`src/verilog/lsu_bridge_pkg.sv`:
```
package lsu_bridge_pkg;

    typedef logic [31:0] addr_t;  // bus address
    typedef logic [31:0] word_t;  // bus data word
    typedef logic [3:0]  strb_t;  // one bit per byte lane
    typedef logic [7:0]  byte_t;  // serial payload

    // address map
    localparam addr_t RAM_BASE       = 32'h8000_0000;  // data ram window start
    localparam addr_t UART_DATA_ADDR = 32'hBFD0_03F8;  // rx pop on read, tx start on write
    localparam addr_t UART_STAT_ADDR = 32'hBFD0_03FC;  // read only

    // status word bit positions
    localparam int STAT_TX_IDLE  = 0;  // transmitter free
    localparam int STAT_RX_AVAIL = 1;  // fifo not empty

    // target picked by the address decoder
    typedef enum logic [1:0] {
        ACC_RAM,
        ACC_UART_DATA,
        ACC_UART_STAT,
        ACC_BAD
    } access_e;

    typedef enum logic [1:0] {
        BR_IDLE,      // waiting for setup
        BR_ACCESS,    // first access cycle
        BR_RAM_WAIT,  // registered ram read in flight
        BR_TX_WAIT    // data write stalled on busy tx
    } bridge_state_e;

    // both serial engines walk the same frame
    typedef enum logic [1:0] {
        SER_IDLE,
        SER_START,
        SER_DATA,
        SER_STOP
    } serial_state_e;

endpackage

```
`src/verilog/bus_ifs.sv`:
```


// uart side of the bridge, shared by tx and the rx fifo
interface uart_regs_if import lsu_bridge_pkg::*; ();
    logic  tx_start;  // single cycle, only when tx idle
    byte_t tx_data;
    logic  tx_busy;
    logic  rx_avail;
    byte_t rx_data;   // fifo head
    logic  rx_pop;    // single cycle, only when rx_avail

    modport bridge (
        output tx_start, tx_data, rx_pop,
        input  tx_busy, rx_avail, rx_data
    );
    modport tx   (input tx_start, tx_data, output tx_busy);
    modport fifo (input rx_pop, output rx_avail, rx_data);
endinterface

```
`src/verilog/rx_fifo.sv`:
```
`timescale 1ns/100ps

module rx_fifo import lsu_bridge_pkg::*; #(
    parameter int FIFO_DEPTH = 4  // power of two
) (
    input  logic  clk_i,
    input  logic  rst_i,
    input  logic  byte_valid_i,
    input  byte_t byte_i,
    uart_regs_if.fifo uart
);
    localparam int PW = $clog2(FIFO_DEPTH);

    byte_t         mem [FIFO_DEPTH];
    logic [PW-1:0] wptr;
    logic [PW-1:0] rptr;
    logic [PW:0]   count;  // needs one extra bit for full
    logic          full;
    logic          push;
    logic          pop;

    assign full  = (count == (PW + 1)'(FIFO_DEPTH));
    assign pop   = uart.rx_pop & uart.rx_avail;
    assign push  = byte_valid_i & (~full | pop);  // drop newest when full

    assign uart.rx_avail = (count != '0);
    assign uart.rx_data  = mem[rptr];  // head is always visible

    always_ff @(posedge clk_i) begin
        if (rst_i) begin
            wptr  <= '0;
            rptr  <= '0;
            count <= '0;
        end else begin
            if (push) begin
                wptr <= wptr + 1'b1;  // wraps, depth is 2^PW
            end
            if (pop) begin
                rptr <= rptr + 1'b1;
            end
            case ({push, pop})
                2'b10:   count <= count + 1'b1;
                2'b01:   count <= count - 1'b1;
                default: count <= count;  // none, or both at once
            endcase
        end
    end

    always_ff @(posedge clk_i) begin
        if (push) begin
            mem[wptr] <= byte_i;
        end
    end

    a_count_bound: assert property (@(posedge clk_i) disable iff (rst_i)
        count <= (PW + 1)'(FIFO_DEPTH));

endmodule

```
`src/flat_wrapper.sv`:
```
// flat-port wrapper written by rule: the top's interface ports become plain ports
module rx_fifo_flat import lsu_bridge_pkg::*;
#(
    parameter int FIFO_DEPTH = 4                 
)
  (clk_i, rst_i, byte_valid_i, byte_i, uart_rx_pop, uart_rx_avail, uart_rx_data);
  uart_regs_if uart_i ();
  input  logic clk_i;
  input  logic rst_i;
  input  logic byte_valid_i;
  input  byte_t byte_i;
  input wire logic [$bits(uart_i.rx_pop)-1:0] uart_rx_pop;
  output wire logic [$bits(uart_i.rx_avail)-1:0] uart_rx_avail;
  output wire logic [$bits(uart_i.rx_data)-1:0] uart_rx_data;
  assign uart_i.rx_pop = uart_rx_pop;
  assign uart_rx_avail = uart_i.rx_avail;
  assign uart_rx_data = uart_i.rx_data;
  rx_fifo #(.FIFO_DEPTH(FIFO_DEPTH)) u_core (.clk_i(clk_i), .rst_i(rst_i), .byte_valid_i(byte_valid_i), .byte_i(byte_i), .uart(uart_i));
endmodule
```
`config.mk`:
```
export PLATFORM = sky130hd
export DESIGN_NAME = rx_fifo_flat
export DESIGN_NICKNAME = d
export VERILOG_FILES = /design/src/verilog/lsu_bridge_pkg.sv /design/src/verilog/bus_ifs.sv /design/src/verilog/rx_fifo.sv /design/src/flat_wrapper.sv
export SDC_FILE = /design/constraint.sdc
export NUM_CORES = 1
export LEC_CHECK = 0
export BUFFER_PORTS_ARGS = -buffer_cell sky130_fd_sc_hd__buf_2
export CORE_MARGIN = 2
export CORE_UTILIZATION = 50
export DETAILED_ROUTE_END_ITERATION = 12
export GPL_TIMING_DRIVEN = 1
export PLACE_DENSITY = 0.73
export SYNTH_ARGS = -nofsm -noshare
export SYNTH_HDL_FRONTEND = slang
export SYNTH_SLANG_ARGS = --single-unit
```
`constraint.sdc`:
```
create_clock -name clk_i -period 4.1 [get_ports clk_i]
set_clock_uncertainty 0.05 [all_clocks]
set_input_delay 0.205 -clock clk_i [delete_from_list [all_inputs] [get_ports clk_i]]
set_output_delay 0.205 -clock clk_i [all_outputs]
set_load 0.01 [all_outputs]
```
==> impl_metrics.json <==
{
  "ys_seq_elements": 41,
  "syn_nets": 114,
  "initial_core_util_pct": 53.4,
  "status": "completed",
  "fin_crit_sh_pct": 53.1,
  "cts-resized-gates": 0,
  "synth_xor_xnor_area_share_pct": 2.64,
  "die_y_um": 61.6,
  "hold_class": "input port to flip-flop",
  "wl_per_cell_um": 16.1,
  "worstPathMaxFanout": 7,
  "synth.area.top_cells": "edfxtp_1 (58%), dfxtp_1 (11%), mux4_2 (11%), ha_1 (3.0%), nor2_1 (2.3%)",
  "cts_buffers": 5,
  "htreeDepth": 2,
  "cp_data_arrival_time_ps": 2360,
  "yosysTopAreaCell": "edfxtp_1",
  "setup_violations": 0,
  "yosysUniqueCellTypes": 26,
  "synth_edf_count": 32,
  "critPathKind": "flip-flop to flip-flop",
  "drc": 0,
  "place_hpwl_um": 1810,
  "holdWs_ps": 28.1,
  "synth_seq_area_share_pct": 68.8,
  "drive_gt1_share_pct": 31.4,
  "synthTopCellsByCount": "edfxtp_1 (32), nor2_1 (10), dfxtp_1 (9)",
  "grt_pass1_vias": 885,
  "start_kind": "flip-flop",
  "vias_per_cell": 5.41,
  "synth.most_common_cell": "edfxtp_1",
  "clock-sinks": 41,
  "synthSimpleGateAreaFrac_pct": 7.40,
  "cts_buffer_depth": 2,
  "port_buffers": 20,
  "grt_max_degree": 13,
  "synthAdderAreaFrac_pct": 4.23,
  "gp_congestion": 0.847,
  "detail-route-antenna-nets": 0,
  "ir_worst_vdd_mv": 0.283,
  "synth_compound_area_share_pct": 2.87,
  "diodes": 0,
  "relSlewSlack_pct": 62.4,
  "fillerInstances": 252,
  "r2r_cells": 6,
  "syn_inst": 97,
  "fmax_mhz": 459,
  "p_leak_nw": 0.663,
  "setup-tns-final_ps": 0,
  "overflow": 0,
  "drt-pass1-iter-count": 4,
  "cts_tree": "done",
  "placed_cell_area_mm2": 0.00180,
  "io-pin-count": 21,
  "vias": 893,
  "worst_pin_slew_ps": 564,
  "rows": 20,
  "cap_violations": 0,
  "endpoint_kind": "flip-flop",
  "syn-mean-instance-area_um2": 17.1,
  "routed_wl_um": 2660,
  "dieArea_mm2": 0.00379,
  "clock_latency_ps": 330,
  "synth.area.mux_share_pct": 12.2,
  "async_flop_share_pct": 0,
  "track_usage_pct": 16.5,
  "hold_viol_final": 0,
  "post-cts-setup-buffers": 0,
  "root_buffer": "clkbuf_4",
  "synth_top_family_by_area": "multiplexers",
  "antenna_found_initial": 0,
  "area_growth_syn_to_layout_pct": 13.0,
  "design_area_mm2": 0.00187,
  "power_density_mw_per_mm2": 488,
  "coreArea_mm2": 0.00310,
  "yosysTopAreaCellShare_pct": 58.0,
  "clkSlewWorstSetupHoldPaths_ps": 120,
  "die_w_um": 61.6,
  "holdPathStages": 1,
  "drt_iter0_drc": 39,
  "ys_warn_count": 0,
  "ys.flop_type": "edfxtp_1",
  "final-max-slew-violation-count": 0,
  "rsz0062_at_grt": "no",
  "required_ps": 4290,
  "finalNetCount": 138,
  "postCtsHoldBufs": 0,
  "period_needed_ps": 2180,
  "grt_pass1_wl_um": 4180,
  "syn_area_mm2": 0.00166,
  "final_util_pct": 60.4
}
[per-layer routing]
metal / vias to the layer above / share of wire (%) / wire, um / track usage, %
met5: - / 0 / 0 / 0
met1: 433 / 41 / 1100 / 19.3
met2: 33 / 50 / 1340 / 27.2
met4: 0 / 2.0 / 54 / 7.29
met3: 8 / 6.3 / 168 / 5.88
li1: 419 / - / - / -
[metrics by stage]
step           worst slack, ps  instances  power (mW)
6_report                  1920        165       0.915
3_5_place_dp              1970        158       0.683
2_1_floorplan             2130         97       0.628
5_1_grt                   1770        165       0.961
3_3_place_gp              2090        158       0.676
4_1_cts                   1950        165       0.926
[sequential cells by signal, summed over array words and instances, names as in the netlist, named ones only]
| name | cells |
|---|---|
| u_core.rptr | 2 |
| u_core.wptr | 2 |
| u_core.count | 3 |
| u_core.mem | 32 |
[worst max-delay path: stages, from the launching register on]
cell	delay, ps
dfxtp_1	460
o31a_1	300
nand2_1	120
fa_1	470
nor4_2	290
a31oi_1	80
mux2_1	310
[layout make-up]
cell class	instances	area [um2]	share of cell area [%]
Sequential cell	41	1140	60.9
Multi-Input combinational cell	48	485	25.9
Inverter	5	18.8	1.00
Tap cell	44	55.1	2.94
Clock inverter	2	35.0	1.87
Timing Repair Buffer	20	100	5.34
Clock buffer	5	37.5	2.00
[worst paths after layout]
kind	startpoint	end	slack (ps)
worst max-delay path	u_core.count[0]	u_core.count[2]	1920
worst min register to register	u_core.rptr[1]	flip-flop	500
worst max register to register	u_core.count[0]	u_core.count[2]	1920
worst min-delay path	byte_i[4]	u_core.mem[3][4]	30
[power by group]
group          internal [mW]  total (mW)  leakage [nW]  switching, mW
combinational         0.0817       0.157         0.254         0.0755
clock                  0.124       0.243        0.0410          0.119
sequential             0.483       0.514         0.367         0.0314
total                  0.689       0.915         0.663          0.226
[cells by family after synthesis]
group,Yosys count
flops,41
fa+ha+maj,5
mux,10
xor+xnor,5
buf+inv,8
compound gates,6
simple gates,22
[cell usage in the layout, fill, tap and decap left out, types with 3 or more instances in the layout]
master / synthesis / final
inv_1: 5 / 5
buf_2: 1 / 20
nor2_1: 10 / 10
xor2_1: 3 / 3
ha_1: 4 / 4
clkbuf_4: 0 / 5
and2_1: 4 / 4
edfxtp_1: 32 / 32
dfxtp_1: 9 / 9
mux4_2: 8 / 8
(Power assumes the default switching activity.)
