===== src/verilog/lsu_bridge_pkg.sv =====
package lsu_bridge_pkg;

    typedef logic [31:0] addr_t;  // bus address
    typedef logic [31:0] word_t;  // bus data word
    typedef logic [3:0]  strb_t;  // one bit per byte lane
    typedef logic [7:0]  byte_t;  // serial payload

    // address map
    localparam addr_t RAM_BASE       = 32'h8000_0000;  // data ram window start
    localparam addr_t UART_DATA_ADDR = 32'hBFD0_03F8;  // rx pop on read, tx start on write
    localparam addr_t UART_STAT_ADDR = 32'hBFD0_03FC;  // read only

    // status word bit positions
    localparam int STAT_TX_IDLE  = 0;  // transmitter free
    localparam int STAT_RX_AVAIL = 1;  // fifo not empty

    // target picked by the address decoder
    typedef enum logic [1:0] {
        ACC_RAM,
        ACC_UART_DATA,
        ACC_UART_STAT,
        ACC_BAD
    } access_e;

    typedef enum logic [1:0] {
        BR_IDLE,      // waiting for setup
        BR_ACCESS,    // first access cycle
        BR_RAM_WAIT,  // registered ram read in flight
        BR_TX_WAIT    // data write stalled on busy tx
    } bridge_state_e;

    // both serial engines walk the same frame
    typedef enum logic [1:0] {
        SER_IDLE,
        SER_START,
        SER_DATA,
        SER_STOP
    } serial_state_e;

endpackage


===== src/verilog/serial_rx.sv =====
`timescale 1ns/100ps

module serial_rx import lsu_bridge_pkg::*; #(
    parameter int CLKS_PER_BIT = 16
) (
    input  logic  clk_i,
    input  logic  rst_i,
    input  logic  rxd_i,
    output logic  byte_valid_o,  // one cycle pulse
    output byte_t byte_o
);
    localparam int CW = $clog2(CLKS_PER_BIT);
    localparam logic [CW-1:0] FULL_BIT = CW'(CLKS_PER_BIT - 1);
    localparam logic [CW-1:0] HALF_BIT = CW'(CLKS_PER_BIT / 2 - 1);

    logic [1:0]    rx_sync;  // metastability pair
    logic          rx_prev;  // for falling edge
    logic          rx_s;
    serial_state_e state;
    logic [CW-1:0] cnt;
    logic [2:0]    bit_idx;
    byte_t         shreg;
    logic          sample;

    assign rx_s   = rx_sync[1];
    assign sample = (state == SER_DATA) && (cnt == FULL_BIT);  // mid data bit
    assign byte_o = shreg;

    always_ff @(posedge clk_i) begin
        if (rst_i) begin
            rx_sync <= 2'b11;  // line idles high
            rx_prev <= 1'b1;
        end else begin
            rx_sync <= {rx_sync[0], rxd_i};
            rx_prev <= rx_s;
        end
    end

    always_ff @(posedge clk_i) begin
        if (rst_i) begin
            state        <= SER_IDLE;
            cnt          <= '0;
            bit_idx      <= '0;
            byte_valid_o <= 1'b0;
        end else begin
            byte_valid_o <= 1'b0;
            cnt          <= cnt + 1'b1;
            case (state)
                SER_IDLE: begin
                    cnt <= '0;
                    if (rx_prev && !rx_s) begin  // start edge
                        state <= SER_START;
                    end
                end
                SER_START: begin
                    if (cnt == HALF_BIT) begin  // middle of start bit
                        cnt     <= '0;
                        bit_idx <= '0;
                        state   <= rx_s ? SER_IDLE : SER_DATA;  // glitch, go back
                    end
                end
                SER_DATA: begin
                    if (cnt == FULL_BIT) begin
                        cnt     <= '0;
                        bit_idx <= bit_idx + 1'b1;
                        if (bit_idx == 3'd7) begin
                            state <= SER_STOP;
                        end
                    end
                end
                SER_STOP: begin
                    if (cnt == FULL_BIT) begin  // half a bit into stop
                        byte_valid_o <= rx_s;   // framing error drops the byte
                        state        <= SER_IDLE;
                    end
                end
                default: state <= SER_IDLE;
            endcase
        end
    end

    // lsb arrives first, shift in from the top
    always_ff @(posedge clk_i) begin
        if (sample) begin
            shreg <= {rx_s, shreg[7:1]};
        end
    end

endmodule


===== config.mk =====
export PLATFORM = sky130hd
export DESIGN_NAME = serial_rx
export DESIGN_NICKNAME = d
export VERILOG_FILES = /design/src/verilog/lsu_bridge_pkg.sv /design/src/verilog/serial_rx.sv
export SDC_FILE = /design/constraint.sdc
export NUM_CORES = 1
export LEC_CHECK = 0
export BUFFER_PORTS_ARGS = -buffer_cell sky130_fd_sc_hd__buf_2
export CAP_MARGIN = 25
export CORE_MARGIN = 2
export CORE_UTILIZATION = 53
export DETAILED_ROUTE_END_ITERATION = 7
export PLACE_DENSITY = 0.75
export SLEW_MARGIN = 40
export SYNTH_ARGS = -nofsm -noshare
export SYNTH_HDL_FRONTEND = slang
export SYNTH_SLANG_ARGS = --single-unit

===== constraint.sdc =====
create_clock -name clk_i -period 1.67 [get_ports clk_i]
set_input_delay 0.167 -clock clk_i [delete_from_list [all_inputs] [get_ports clk_i]]
set_output_delay 0.167 -clock clk_i [all_outputs]
set_load 0.1 [all_outputs]

==> results by stage <==
Timing:
- The worst hold margin is 51.79 ps.
- The number of slew-limit violations in the final report came to 0.
- The count of endpoints failing hold in the final timing report is 0.
- The total setup violations reported at the end of the flow is 0.
- The worst-case headroom to the max-slew limit is 0.6782.
- The setup skew after layout is 0.6130 ps.
- The achievable clock frequency is 0.7380 GHz.
- Setup repair after global routing left no endpoint under its margin.
- At the pin with the least slew margin, the transition time is 486.1 ps.
- The setup TNS is 0 ps.
- The time the worst path needs with I/O delays and setup is 1355 ps.
- Dividing the final minimum period by the clock period gives 0.8114.

Floorplanning:
- From bottom edge to top edge, the die measures 43.32 um.
- The die extent in x is 43.32 um.
- The starting density of the core is 0.5570.
- The die outline area is 1877 um^2.
- The standard-cell row count is 14.
- The number of primary I/O pins is 12.
- The standard cell core area is 1471 um^2.

Power:
- IR analysis of the VDD net gives a maximum drop of 0.6400 mV.
- For this design the total switching power over the nets is 0.1558 mW.
- The combinational power share is 0.033.
- Of the total power, the share spent switching nets is 0.1965.
- Dividing total power by cell area gives a power density of 857.6 nW/um^2.
- The part of the total power dissipated in the clock network is 0.290.
- The design internal power is 0.6371 mW.
- In this run the static leakage power is 0.3676 nW.
- The part of the power in registers is 0.677.

Worst hold path:
- The terminating pin of the worst hold path is rx_sync[0]$_SDFF_PP1_.
- The startpoint of the tightest hold check path is rxd_i.
- The path class of the lowest-slack min-delay path is in -> reg.
- The worst hold path stage count is 2.

Flow run:
- The tool flagged a number of max-cap violations equal to 0.

Synth:
- Sorting the synthesized cells by area gives the leading types as sky130_fd_sc_hd__dfxtp_1, sky130_fd_sc_hd__edfxtp_1, sky130_fd_sc_hd__ha_1.
- The cell area that synthesis handed to floorplanning was 819.5 um^2.
- A synthesized cell averages 14.38 um^2.
- The gate count of the mapped netlist is 57.
- The share of synthesized area in the top cell type comes to 0.3176.
- During synthesis, Yosys emitted a total of 0 warnings.
- The library cell with the largest summed area after synthesis is sky130_fd_sc_hd__dfxtp_1.
- The unique cell type count in the Yosys netlist is 23.
- In this run, synthesis produced a sequential element count of 21.
- The sequential fraction of the synthesis area is 0.6107.
- The net count after synthesis is 63.

Global routing:
- The overall routing resource usage is 0.1756.
- The number of antenna violations at the first check in global routing is 0.
- The global-route wire length before repair is 2.263 mm.
- The busiest layer in global routing is met2.
- In the global route stage, met2 resource usage came out at 0.2746.
- For this run, global-route usage on met3 was measured as 0.03830.
- The fraction of met1 tracks used by global routing is 0.2121.
- The via count of the first global-routing pass is 502.
- Entering global routing, the biggest net connects 12 pins.
- Global routing finished with a remaining overflow of 0.

Place:
- The final weighted congestion of routability-driven global placement is 0.7292.
- Detailed placement ended at an HPWL of 1.024 mm.
- The number of placed instances, taps included, is 85.
- The quantity of I/O buffers inserted on ports is 11.

Routing:
- For this run, design rule violations remaining after detail routing come to 0.
- For this run, the detailed router's first-pass iteration total came to 4.
- The detailed-route vias per instance is 5.607.
- After detailed routing, the total wire length is 1.320 mm.
- The total number of vias is 499.
- Dividing the detail-routed wire length by the instance count gives 14.83 um.
- The remaining antenna violation count after routing is 0.
- In this run, the number of DRC markers left after iteration 0 of detailed routing was 3.

Finish:
- The antenna diode instance count is 0.
- The end-of-flow core utilization is 0.6284.
- The net count of the finished layout is 80.
- Of the cells placed in the final design, the portion with a size suffix greater than 1 is 0.3699.
- From synthesis to final layout, the design area changed by 12.82%.
- Once layout is complete, the cells apart from fillers number 89.

CTS:
- CTS built an H-tree with a depth of 1.
- The clock tree from TritonCTS is done.
- The TritonCTS buffer count is 3.
- The number of instances resized during post-cts repair is 0.
- The library cell used as clock root buffer is sky130_fd_sc_hd__clkbuf_4.
- The number of post-CTS setup repair buffers is 0.
- After clock tree synthesis, the flow added hold-fix buffers numbering 0.
- Clock latency on the worst-skew pair, taken at its later pin, is 290 ps.
- The clock passes through at most 2 buffers.
- After clock tree synthesis, the clock-pin slew on the worst setup and hold paths is 100 ps.
- For this design, the sink count on the clock tree is 21.

Worst setup path:
- The worst setup path is captured at a flop.
- Across all register-to-register paths, the minimum setup slack is 310 ps.
- The worst register-to-register path ends at cnt[3]$_SDFF_PP0_.
- The peak fanout along the critical path is 5.
- STA puts the critical path data required time at 1880 ps.
- STA classifies the critical path startpoint as a flop.
- The launch point of the worst reg-to-reg path is cnt[0]$_SDFF_PP0_.
- For the worst flop-to-flop path, the logic depth is 4.
- The type of the worst setup path is reg -> reg.
- At the worst endpoint, the arrival time is 1570 ps.

Outcome:
- The run finished with clean final reports.
==> critical path, stage by stage (launching register included) <==
cell and delay, ps:
sky130_fd_sc_hd__dfxtp_1 340, sky130_fd_sc_hd__ha_1 250, sky130_fd_sc_hd__and2_4 200, sky130_fd_sc_hd__a31o_4 250, sky130_fd_sc_hd__nor4_2 240
==> Yosys cell counts (all sizes together) <==
cell type / n
a311oi: 1
a31o: 1
a31oi: 1
a41oi: 1
and2: 1
and4bb: 1
buf: 1
dfxtp: 13
edfxtp: 8
ha: 3
inv: 2
mux2i: 2
nand3: 1
nand4: 1
nor2: 3
nor3: 1
nor3b: 1
nor4: 4
nor4b: 1
o2bb2ai: 4
or2: 4
xor2: 2
==> state kept, by name, indices dropped and copies added (netlist names), named ones only <==
register and flops:
rx_sync 2, cnt 4, byte_valid_o 1, bit_idx 3
byte_o 8, rx_prev 1, state 1
==> final cells by class <==
type,instances,area (um^2)
fill,130,546.8
tap,16,20.02
timing repair buffer,13,70.07
multi-input combinational,33,300.3
inverter,2,7.507
sequential,21,500.5
clock buffer,4,26.28
==> through the flow <==
stage               power [mW]  cell area [um^2]  setup slack [ps]
floorplan               0.5701             819.5             136.5
global placement        0.5743             898.4             384.7
detailed placement      0.5750             898.4             326.8
CTS                     0.8015             924.6             298.3
global route            0.8268             924.6             184.1
finish                  0.7929             924.6             315.0
==> power groups by stage <==
stage	clock, mW	sequential [mW]	combinational [mW]
after CTS	0.238	0.537	0.0268
after global placement	0	0.548	0.0263
final	0.230	0.537	0.0265
after floorplan	0	0.547	0.0229
after global routing	0.259	0.538	0.0295
after detailed placement	0	0.548	0.0265
==> layer usage <==
| layer | share of wire | vias up |
|---|---|---|
| met5 | 0 | - |
| met4 | 0.035 | 0 |
| met3 | 0.023 | 4 |
| met2 | 0.51 | 8 |
| met1 | 0.43 | 234 |
| li1 | - | 253 |
==> cells by family (layout without fill, tap and decap cells) <==
group,after synthesis,count (layout),synth area share
flip-flops,21,21,0.6107
AND/OR/NAND/NOR,18,18,0.1817
AO/OA/AOI/OAI,8,8,0.09314
adder cells (fa/ha/maj),3,3,0.04581
buffers and inverters,3,19,0.02290
XOR/XNOR,2,2,0.02138
multiplexers,2,2,0.02443
==> cells in the final DEF (no fill, tap or decap) <==
cell type	Yosys	layout
sky130_fd_sc_hd__nor4b_2	1	1
sky130_fd_sc_hd__a31oi_1	1	1
sky130_fd_sc_hd__ha_1	3	3
sky130_fd_sc_hd__nor3b_1	1	1
sky130_fd_sc_hd__edfxtp_1	8	8
sky130_fd_sc_hd__xor2_1	2	2
sky130_fd_sc_hd__nor3_4	1	1
sky130_fd_sc_hd__nor2_1	3	3
sky130_fd_sc_hd__a41oi_1	1	1
sky130_fd_sc_hd__or2_2	4	4
sky130_fd_sc_hd__dfxtp_1	13	13
sky130_fd_sc_hd__clkbuf_1	0	1
sky130_fd_sc_hd__nor4_2	1	1
sky130_fd_sc_hd__and2_4	1	1
sky130_fd_sc_hd__mux2i_1	2	2
sky130_fd_sc_hd__a31o_4	1	1
sky130_fd_sc_hd__nand4_2	1	1
sky130_fd_sc_hd__buf_4	0	2
sky130_fd_sc_hd__o2bb2ai_1	4	4
sky130_fd_sc_hd__buf_2	0	11
sky130_fd_sc_hd__nor4_1	3	3
sky130_fd_sc_hd__a311oi_1	1	1
sky130_fd_sc_hd__and4bb_4	1	1
sky130_fd_sc_hd__clkbuf_4	0	3
sky130_fd_sc_hd__inv_1	2	2
sky130_fd_sc_hd__nand3_1	1	1
==> how the worst max path moves through the flow <==
stage                           to  slack, ps               from  cells after the start
2_1_floorplan  byte_o[0]$_DFFE_PP_        140  cnt[0]$_SDFF_PP0_                      3
3_3_place_gp     cnt[3]$_SDFF_PP0_        380  cnt[0]$_SDFF_PP0_                      4
3_5_place_dp     cnt[1]$_SDFF_PP0_        330  cnt[0]$_SDFF_PP0_                      4
4_1_cts          cnt[1]$_SDFF_PP0_        300  cnt[0]$_SDFF_PP0_                      4
5_1_grt          cnt[0]$_SDFF_PP0_        180  cnt[0]$_SDFF_PP0_                      4
6_report         cnt[3]$_SDFF_PP0_        310  cnt[0]$_SDFF_PP0_                      4
Note: power is estimated with default switching activity, not from simulation.
