===== config.mk =====
export PLATFORM = sky130hd
export DESIGN_NAME = serial_tx_flat
export DESIGN_NICKNAME = d
export VERILOG_FILES = /design/src/verilog/lsu_bridge_pkg.sv /design/src/verilog/bus_ifs.sv /design/src/verilog/serial_tx.sv /design/src/flat_wrapper.sv
export SDC_FILE = /design/constraint.sdc
export NUM_CORES = 1
export LEC_CHECK = 0
export BUFFER_PORTS_ARGS = -buffer_cell sky130_fd_sc_hd__buf_4
export CAP_MARGIN = 5
export CELL_PAD_IN_SITES_DETAIL_PLACEMENT = 1
export CELL_PAD_IN_SITES_GLOBAL_PLACEMENT = 2
export CORE_MARGIN = 10
export CORE_UTILIZATION = 36
export CTS_CLUSTER_SIZE = 10
export DETAILED_ROUTE_END_ITERATION = 12
export PLACE_DENSITY = 0.81
export REMOVE_ABC_BUFFERS = 1
export SYNTH_ARGS = -nofsm -noshare
export SYNTH_HDL_FRONTEND = slang
export SYNTH_SLANG_ARGS = --single-unit

===== constraint.sdc =====
create_clock -name clk_i -period 2.03 [get_ports clk_i]
set_input_delay 0.203 -clock clk_i [delete_from_list [all_inputs] [get_ports clk_i]]
set_output_delay 0.203 -clock clk_i [all_outputs]
set_load 0.01 [all_outputs]

===== src/verilog/lsu_bridge_pkg.sv =====
package lsu_bridge_pkg;

    typedef logic [31:0] addr_t;  // bus address
    typedef logic [31:0] word_t;  // bus data word
    typedef logic [3:0]  strb_t;  // one bit per byte lane
    typedef logic [7:0]  byte_t;  // serial payload

    // address map
    localparam addr_t RAM_BASE       = 32'h8000_0000;  // data ram window start
    localparam addr_t UART_DATA_ADDR = 32'hBFD0_03F8;  // rx pop on read, tx start on write
    localparam addr_t UART_STAT_ADDR = 32'hBFD0_03FC;  // read only

    // status word bit positions
    localparam int STAT_TX_IDLE  = 0;  // transmitter free
    localparam int STAT_RX_AVAIL = 1;  // fifo not empty

    // target picked by the address decoder
    typedef enum logic [1:0] {
        ACC_RAM,
        ACC_UART_DATA,
        ACC_UART_STAT,
        ACC_BAD
    } access_e;

    typedef enum logic [1:0] {
        BR_IDLE,      // waiting for setup
        BR_ACCESS,    // first access cycle
        BR_RAM_WAIT,  // registered ram read in flight
        BR_TX_WAIT    // data write stalled on busy tx
    } bridge_state_e;

    // both serial engines walk the same frame
    typedef enum logic [1:0] {
        SER_IDLE,
        SER_START,
        SER_DATA,
        SER_STOP
    } serial_state_e;

endpackage


===== src/verilog/bus_ifs.sv =====


// uart side of the bridge, shared by tx and the rx fifo
interface uart_regs_if import lsu_bridge_pkg::*; ();
    logic  tx_start;  // single cycle, only when tx idle
    byte_t tx_data;
    logic  tx_busy;
    logic  rx_avail;
    byte_t rx_data;   // fifo head
    logic  rx_pop;    // single cycle, only when rx_avail

    modport bridge (
        output tx_start, tx_data, rx_pop,
        input  tx_busy, rx_avail, rx_data
    );
    modport tx   (input tx_start, tx_data, output tx_busy);
    modport fifo (input rx_pop, output rx_avail, rx_data);
endinterface


===== src/verilog/serial_tx.sv =====
`timescale 1ns/100ps

module serial_tx import lsu_bridge_pkg::*; #(
    parameter int CLKS_PER_BIT = 16
) (
    input  logic clk_i,
    input  logic rst_i,
    uart_regs_if.tx uart,
    output logic txd_o
);
    localparam int CW = $clog2(CLKS_PER_BIT);
    localparam logic [CW-1:0] FULL_BIT = CW'(CLKS_PER_BIT - 1);

    serial_state_e state;
    logic [CW-1:0] cnt;
    logic [2:0]    bit_idx;
    byte_t         shreg;
    logic          txd_q;  // registered line, no glitches
    logic          bit_end;

    assign bit_end      = (cnt == FULL_BIT);
    assign uart.tx_busy = (state != SER_IDLE);  // rises the cycle after tx_start
    assign txd_o        = txd_q;

    always_ff @(posedge clk_i) begin
        if (rst_i) begin
            state   <= SER_IDLE;
            cnt     <= '0;
            bit_idx <= '0;
            txd_q   <= 1'b1;  // mark
        end else begin
            cnt <= cnt + 1'b1;
            case (state)
                SER_IDLE: begin
                    cnt <= '0;
                    if (uart.tx_start) begin
                        state <= SER_START;
                        txd_q <= 1'b0;  // start bit
                    end
                end
                SER_START: begin
                    if (bit_end) begin
                        cnt     <= '0;
                        bit_idx <= '0;
                        state   <= SER_DATA;
                        txd_q   <= shreg[0];  // lsb first
                    end
                end
                SER_DATA: begin
                    if (bit_end) begin
                        cnt     <= '0;
                        bit_idx <= bit_idx + 1'b1;
                        if (bit_idx == 3'd7) begin
                            state <= SER_STOP;
                            txd_q <= 1'b1;  // stop bit
                        end else begin
                            txd_q <= shreg[1];  // next bit before the shift
                        end
                    end
                end
                SER_STOP: begin
                    if (bit_end) begin
                        cnt   <= '0;
                        state <= SER_IDLE;
                    end
                end
                default: state <= SER_IDLE;
            endcase
        end
    end

    // payload, loaded at start and shifted per data bit
    always_ff @(posedge clk_i) begin
        if (state == SER_IDLE && uart.tx_start) begin
            shreg <= uart.tx_data;
        end else if (state == SER_DATA && bit_end) begin
            shreg <= shreg >> 1;
        end
    end

    a_idle_mark: assert property (@(posedge clk_i) disable iff (rst_i)
        !uart.tx_busy |-> txd_o);

endmodule


===== src/flat_wrapper.sv =====
// flat-port wrapper written by rule: the top's interface ports become plain ports
module serial_tx_flat import lsu_bridge_pkg::*;
#(
    parameter int CLKS_PER_BIT = 16
)
  (clk_i, rst_i, txd_o, uart_tx_start, uart_tx_data, uart_tx_busy);
  uart_regs_if uart_i ();
  input  logic clk_i;
  input  logic rst_i;
  output logic txd_o;
  input wire logic [$bits(uart_i.tx_start)-1:0] uart_tx_start;
  input wire logic [$bits(uart_i.tx_data)-1:0] uart_tx_data;
  output wire logic [$bits(uart_i.tx_busy)-1:0] uart_tx_busy;
  assign uart_i.tx_start = uart_tx_start;
  assign uart_i.tx_data = uart_tx_data;
  assign uart_tx_busy = uart_i.tx_busy;
  serial_tx #(.CLKS_PER_BIT(CLKS_PER_BIT)) u_core (.clk_i(clk_i), .rst_i(rst_i), .uart(uart_i), .txd_o(txd_o));
endmodule

==> results of run 1 <==
## per-layer routing
metal | wire, µm | share of wire, % | global-route usage (%)
met1 | 790 | 43 | 7.53
met2 | 962 | 52 | 13.4
met3 | 66 | 3.6 | 2.34
met4 | 15 | 0.82 | 1.94
met5 | 0 | 0 | 0
## sequential cells by signal (all words and copies together) (netlist names)
| name | flops |
|---|---|
| u_core.state | 2 |
| u_core.txd_o | 1 |
| u_core.shreg | 8 |
| u_core.cnt | 4 |
| u_core.bit_idx | 3 |
## power by group
group,internal [µW],total (µW),switching [µW]
registers,506,560,53.9
logic,315,613,298
clock network,71.6,188,117
## path summary, 6_finish.rpt
| kind | end | cells after the start | from | slack (ns) |
|---|---|---|---|---|
| setup reg to reg | u_core.state[0] | 5 | u_core.state[0] | 0.25 |
| setup / recovery | u_core.state[0] | 5 | u_core.state[0] | 0.25 |
| hold / removal | u_core.cnt[2] | 2 | rst_i | 0.17 |
| hold reg to reg | u_core.cnt[0] | 1 | u_core.cnt[0] | 0.45 |
## critical path, delay by kind of cell (launching register included)
| kind | cells | cell delay [ns] |
|---|---|---|
| DFF | 1 | 0.41 |
| and+or+nand+nor | 1 | 0.41 |
| AOI/OAI and AO/OA | 1 | 0.30 |
| adders and majority gates | 1 | 0.26 |
| muxes | 1 | 0.23 |
| buffers and inverters | 1 | 0.11 |
## per-stage QoR
step / std cells / setup WS (ns)
CTS: 124 / 0.244
detailed placement: 120 / 0.273
global placement: 120 / 0.358
floorplan: 77 / 0.341
global route: 124 / 0.136
finish: 124 / 0.249
## final cells by class
class | instances | area (µm²)
Clock buffer | 3 | 22.5
Tap cell | 30 | 37.5
Clock inverter | 1 | 3.75
Inverter | 5 | 18.8
Sequential cell | 18 | 440
Timing Repair Buffer | 13 | 97.6
Multi-Input combinational cell | 54 | 473
Fill cell | 292 | 1410
## layout by cell type, fill, tap and decap left out, drive strengths merged, types with 2 or more instances in the layout
cell type,instances
buf,13
dfxtp,10
ha,8
edfxtp,8
mux2,7
nand2b,6
mux2i,6
inv,5
nor2,4
nand2,3
clkbuf,3
and3,2
nand3b,2
nand3,2
or3,2
## kinds of logic after synthesis
logic type | Yosys count
and+or+nand+nor | 25
buffers and inverters | 7
xor gates and xnor gates | 2
DFF | 18
adders and majority gates | 8
AOI/OAI and AO/OA | 6
muxes | 13
==> results.yml, run 1 <==
synth:
  yosys.area_share.simple_pct: 15.3
  ys_ff_latch: 18
  muxShareOfSynthArea_pct: 14.7
  synth-xor-area-share_pct: 1.85
  yosysTopAreaCellShare_pct: 25.4
  synth.avg_cell_area_um2: 12.0
  synth.area.top_cells: "edfxtp_1 25%, dfxtp_1 21%, ha_1 11%, mux2_2 8.3%, mux2i_1 6.3%"
  synth_area_um2: 947
  yosysUniqueCellTypes: 28
  synthCells: 79
  synth.most_common_cell: "dfxtp_1"
  synth.yosys.seq_area_share_pct: 46.5
  synth-edff-count: 8
  synthAdderAreaFrac_pct: 10.6
  synth_top_family_by_area: "simple AND/OR/NAND/NOR gates"
  ys.flop_type: "dfxtp_1"
  synth_top_cell_by_area: "edfxtp_1"
  synth_compound_area_share_pct: 7.53
  ys.warnings.count: 0
  ys_top_cells_by_count: "10 x dfxtp_1, 8 x edfxtp_1, 8 x ha_1"
  async_flop_share_pct: 0
route:
  wl_per_cell_um: 14.8
  via_count: 616
  drt_iter0_markers: 6
  via_per_inst: 4.97
  drc: 0
  dr.pass1.iters: 4
  routed_wl_mm: 1.84
  ant_nets: 0
timing:
  drv_slew: 0
  whs_ns: 0.166
  final_hold_viol_count: 0
  fin_worst_skew_ns: 0.00829
  setup_tns_ns: 0
  fmax_ghz: 0.561
  min_period_over_period_pct: 87.7
  rsz0062_at_grt: "false"
  worst_pin_slew_ns: 0.345
  layout_min_cycle_time_ns: 1.78
  setup_viol: 0
  slew_headroom_pct: 76.9
placed_design:
  hpwlAfterDp_mm: 1.47
  dpl_cell_area_um2: 1070
  gp_congestion: 0.755
  io_buffers: 12
worst_setup_path:
  critPathSlowestCell: "dfxtp_1"
  path_cells: "inv_1 > ha_1 > or3_4 > a221oi_4 > mux2i_1"
  worst-setup-path-type: "register to register"
  worstPathArrival_ns: 2.01
  worstSetupStartpointType: "register"
  cp-end-kind: "register"
  max_stage_delay_ns: 0.41
  required_ns: 2.26
  crit_fanout: 5
floorplan:
  die_w_um: 71.3
  core-area_um2: 2500
  rows: 18
  die_y_um: 71.3
  dieArea_um2: 5080
  initial_core_util_pct: 37.9
  ios: 13
global_routing:
  gr-total-overflow: 0
  antenna_found_initial: 0
  grt_pass1_wl_mm: 3.11
  grt_max_degree: 15
  grt_pass1_vias: 695
  track_usage_pct: 7.22
flow_run:
  max_cap_violations: 0
power_and_ir_drop:
  leakage_uw: 0.000461
  p_per_area_nw_per_um2: 1250
  worst_ir_drop_vdd_v: 0.000668
  p_total_uw: 1360
clocking:
  clk_latency_ns: 0.30
  clk_pin_slew_worst_paths_ns: 0.11
  post_cts_buffers: 0
  postCtsResizedCells: 0
  numClockSinks: 18
  cts_buffers: 3
  postCtsHoldBufs: 0
  cts_tree: "built"
  ctsRootBufferMaster: "clkbuf_4"
  ctsLongestPathBuffers: 2
  htreeDepth: 1
status:
  status: "completed"
hold_path:
  hold_class: "primary input to register"
layout:
  drive_above_1_share_pct: 29.8
  fin_area_um2: 1090
  diodes: 0
  area_growth_pct: 15.5
  nets: 114
  finish.utilization_pct: 43.7
Note: power is estimated with default switching activity, not from simulation.
==> run 2: changes to the inputs <==
--- a/config.mk
+++ b/config.mk
@@ -9,6 +9,7 @@
 export CAP_MARGIN = 5
 export CELL_PAD_IN_SITES_DETAIL_PLACEMENT = 1
 export CELL_PAD_IN_SITES_GLOBAL_PLACEMENT = 2
+export CORE_ASPECT_RATIO = 1.75
 export CORE_MARGIN = 10
 export CORE_UTILIZATION = 36
 export CTS_CLUSTER_SIZE = 10
==> run 2 against run 1 <==
- hold slack better by 0.037 ns
- sequential power down 0.7%
- die area up 1.6%
- clock skew down 0.0063 ns
- global-route usage up 0.82 points
- clock-buffer cell count up 1
- non-clock buffer count down 1
==> results.yml, run 2 (synthesis results as in run 1) <==
status:
  status: "completed"
global_routing:
  gr-total-overflow: 0
  track_usage_pct: 8.05
  grt_pass1_wl_mm: 3.30
  grt_max_degree: 15
  grt_pass1_vias: 711
  antenna_found_initial: 0
clocking:
  ctsLongestPathBuffers: 2
  htreeDepth: 1
  cts_tree: "built"
  numClockSinks: 18
  clk_pin_slew_worst_paths_ns: 0.07
  postCtsHoldBufs: 0
  ctsRootBufferMaster: "clkbuf_8"
  clk_latency_ns: 0.25
  post_cts_buffers: 0
  postCtsResizedCells: 0
  cts_buffers: 3
layout:
  largest_reg_flops: 8
  largest-register: "u_core.shreg"
  diodes: 0
  final_cell_mix: "12 x buf_4, 10 x dfxtp_1, 8 x ha_1, 8 x edfxtp_1, 7 x mux2_2"
  drive_above_1_share_pct: 29.0
  layout_commonest_cell: "buf_4"
  instances_no_fill: 119
  nets: 113
  area_growth_pct: 16.1
  top_regs: "u_core.shreg (8), u_core.cnt (4), u_core.bit_idx (3)"
worst_setup_path:
  max_stage_delay_ns: 0.44
  required_ns: 2.22
  critPathSlowestCell: "or3_4"
  crit_fanout: 9
  crit_family: "simple AND/OR/NAND/NOR gates"
  worstPathArrival_ns: 2.01
  worst-setup-path-type: "register to register"
  path_cells: "inv_1 > ha_1 > or3_4 > a221oi_4 > mux2i_1"
  worstSetupStartpointType: "register"
  cp_num_buf_inv: 1
  cp-end-kind: "register"
placed_design:
  hpwlAfterDp_mm: 1.39
  placed_cells: 115
  gp_congestion: 0.736
  io_buffers: 12
route:
  drt_iter0_markers: 3
  via_per_inst: 5.22
  routed_wl_mm: 1.79
  drc: 0
  wl_per_cell_um: 15.1
  ant_nets: 0
  via_count: 621
  dr.pass1.iters: 3
floorplan:
  core-area_um2: 2520
  die_y_um: 87.9
  ios: 13
  die_w_um: 58.8
  rows: 24
  dieArea_um2: 5160
  initial_core_util_pct: 37.5
power_and_ir_drop:
  p_per_area_nw_per_um2: 1290
  worst_ir_drop_vdd_v: 0.000525
  leakage_uw: 0.000463
timing:
  worst_pin_slew_ns: 0.342
  min_period_over_period_pct: 89.7
  final_hold_viol_count: 0
  fin_worst_skew_ns: 0.00197
  drv_slew: 0
  fmax_ghz: 0.549
  slew_headroom_pct: 77.2
  rsz0062_at_grt: "false"
  setup_tns_ns: 0
  setup_viol: 0
  layout_min_cycle_time_ns: 1.82
flow_run:
  max_cap_violations: 0
hold_path:
  hold_class: "primary input to register"
-- run 2: cell count changes in the layout (fill, tap and decap cells not counted), sizes merged --
cell	before	now
buf	13	12
clkbuf	3	4
clkinv	1	0
-- run 2: worst reg2reg max path, stage by stage (launching register included) --
cell and delay (ns):
dfxtp_1 0.38, inv_1 0.10, ha_1 0.33, or3_4 0.44, a221oi_4 0.30, mux2i_1 0.21
-- run 2: where the power goes --
group	leakage, µW	switching [µW]	internal, µW	total, µW
combinational	0.000282	292	307	599
clock	0.0000228	120	140	260
sequential	0.000158	48.9	507	556
-- run 2: per-stage QoR --
stage	hold WS (ns)	total power [µW]	cell area [µm²]	util, %	worst slack [ns]
CTS	0.204	1450	1100	43.6	0.181
global placement	0.428	1150	1050	41.8	0.252
floorplan	0.280	1010	932	-	0.341
global route	0.236	1530	1100	43.6	0.0537
detailed placement	0.439	1170	1050	41.8	0.206
finish	0.203	1410	1100	43.6	0.208
-- run 2: final timing paths --
kind / endpoint / slack [ns] / from / cells past startpoint
worst max register to register: u_core.state[1] / 0.21 / u_core.state[0] / 5
worst min register to register: u_core.cnt[0] / 0.45 / u_core.cnt[0] / 1
worst max-delay path: u_core.state[1] / 0.21 / u_core.state[0] / 5
worst min-delay path: u_core.cnt[2] / 0.20 / rst_i / 2
-- run 2: area by class of cell --
type,instances,area (µm²)
Fill cell,295,1420
Multi-Input combinational cell,54,473
Sequential cell,18,440
Timing Repair Buffer,12,90.1
Clock buffer,4,45.0
Tap cell,26,32.5
Inverter,5,18.8
-- run 2: routing by layer --
layer	wire [µm]	up-vias	GRT usage [%]
met4	48	0	5.03
li1	-	306	-
met2	952	10	13.1
met5	0	-	0
met1	698	300	8.61
met3	93	5	2.61
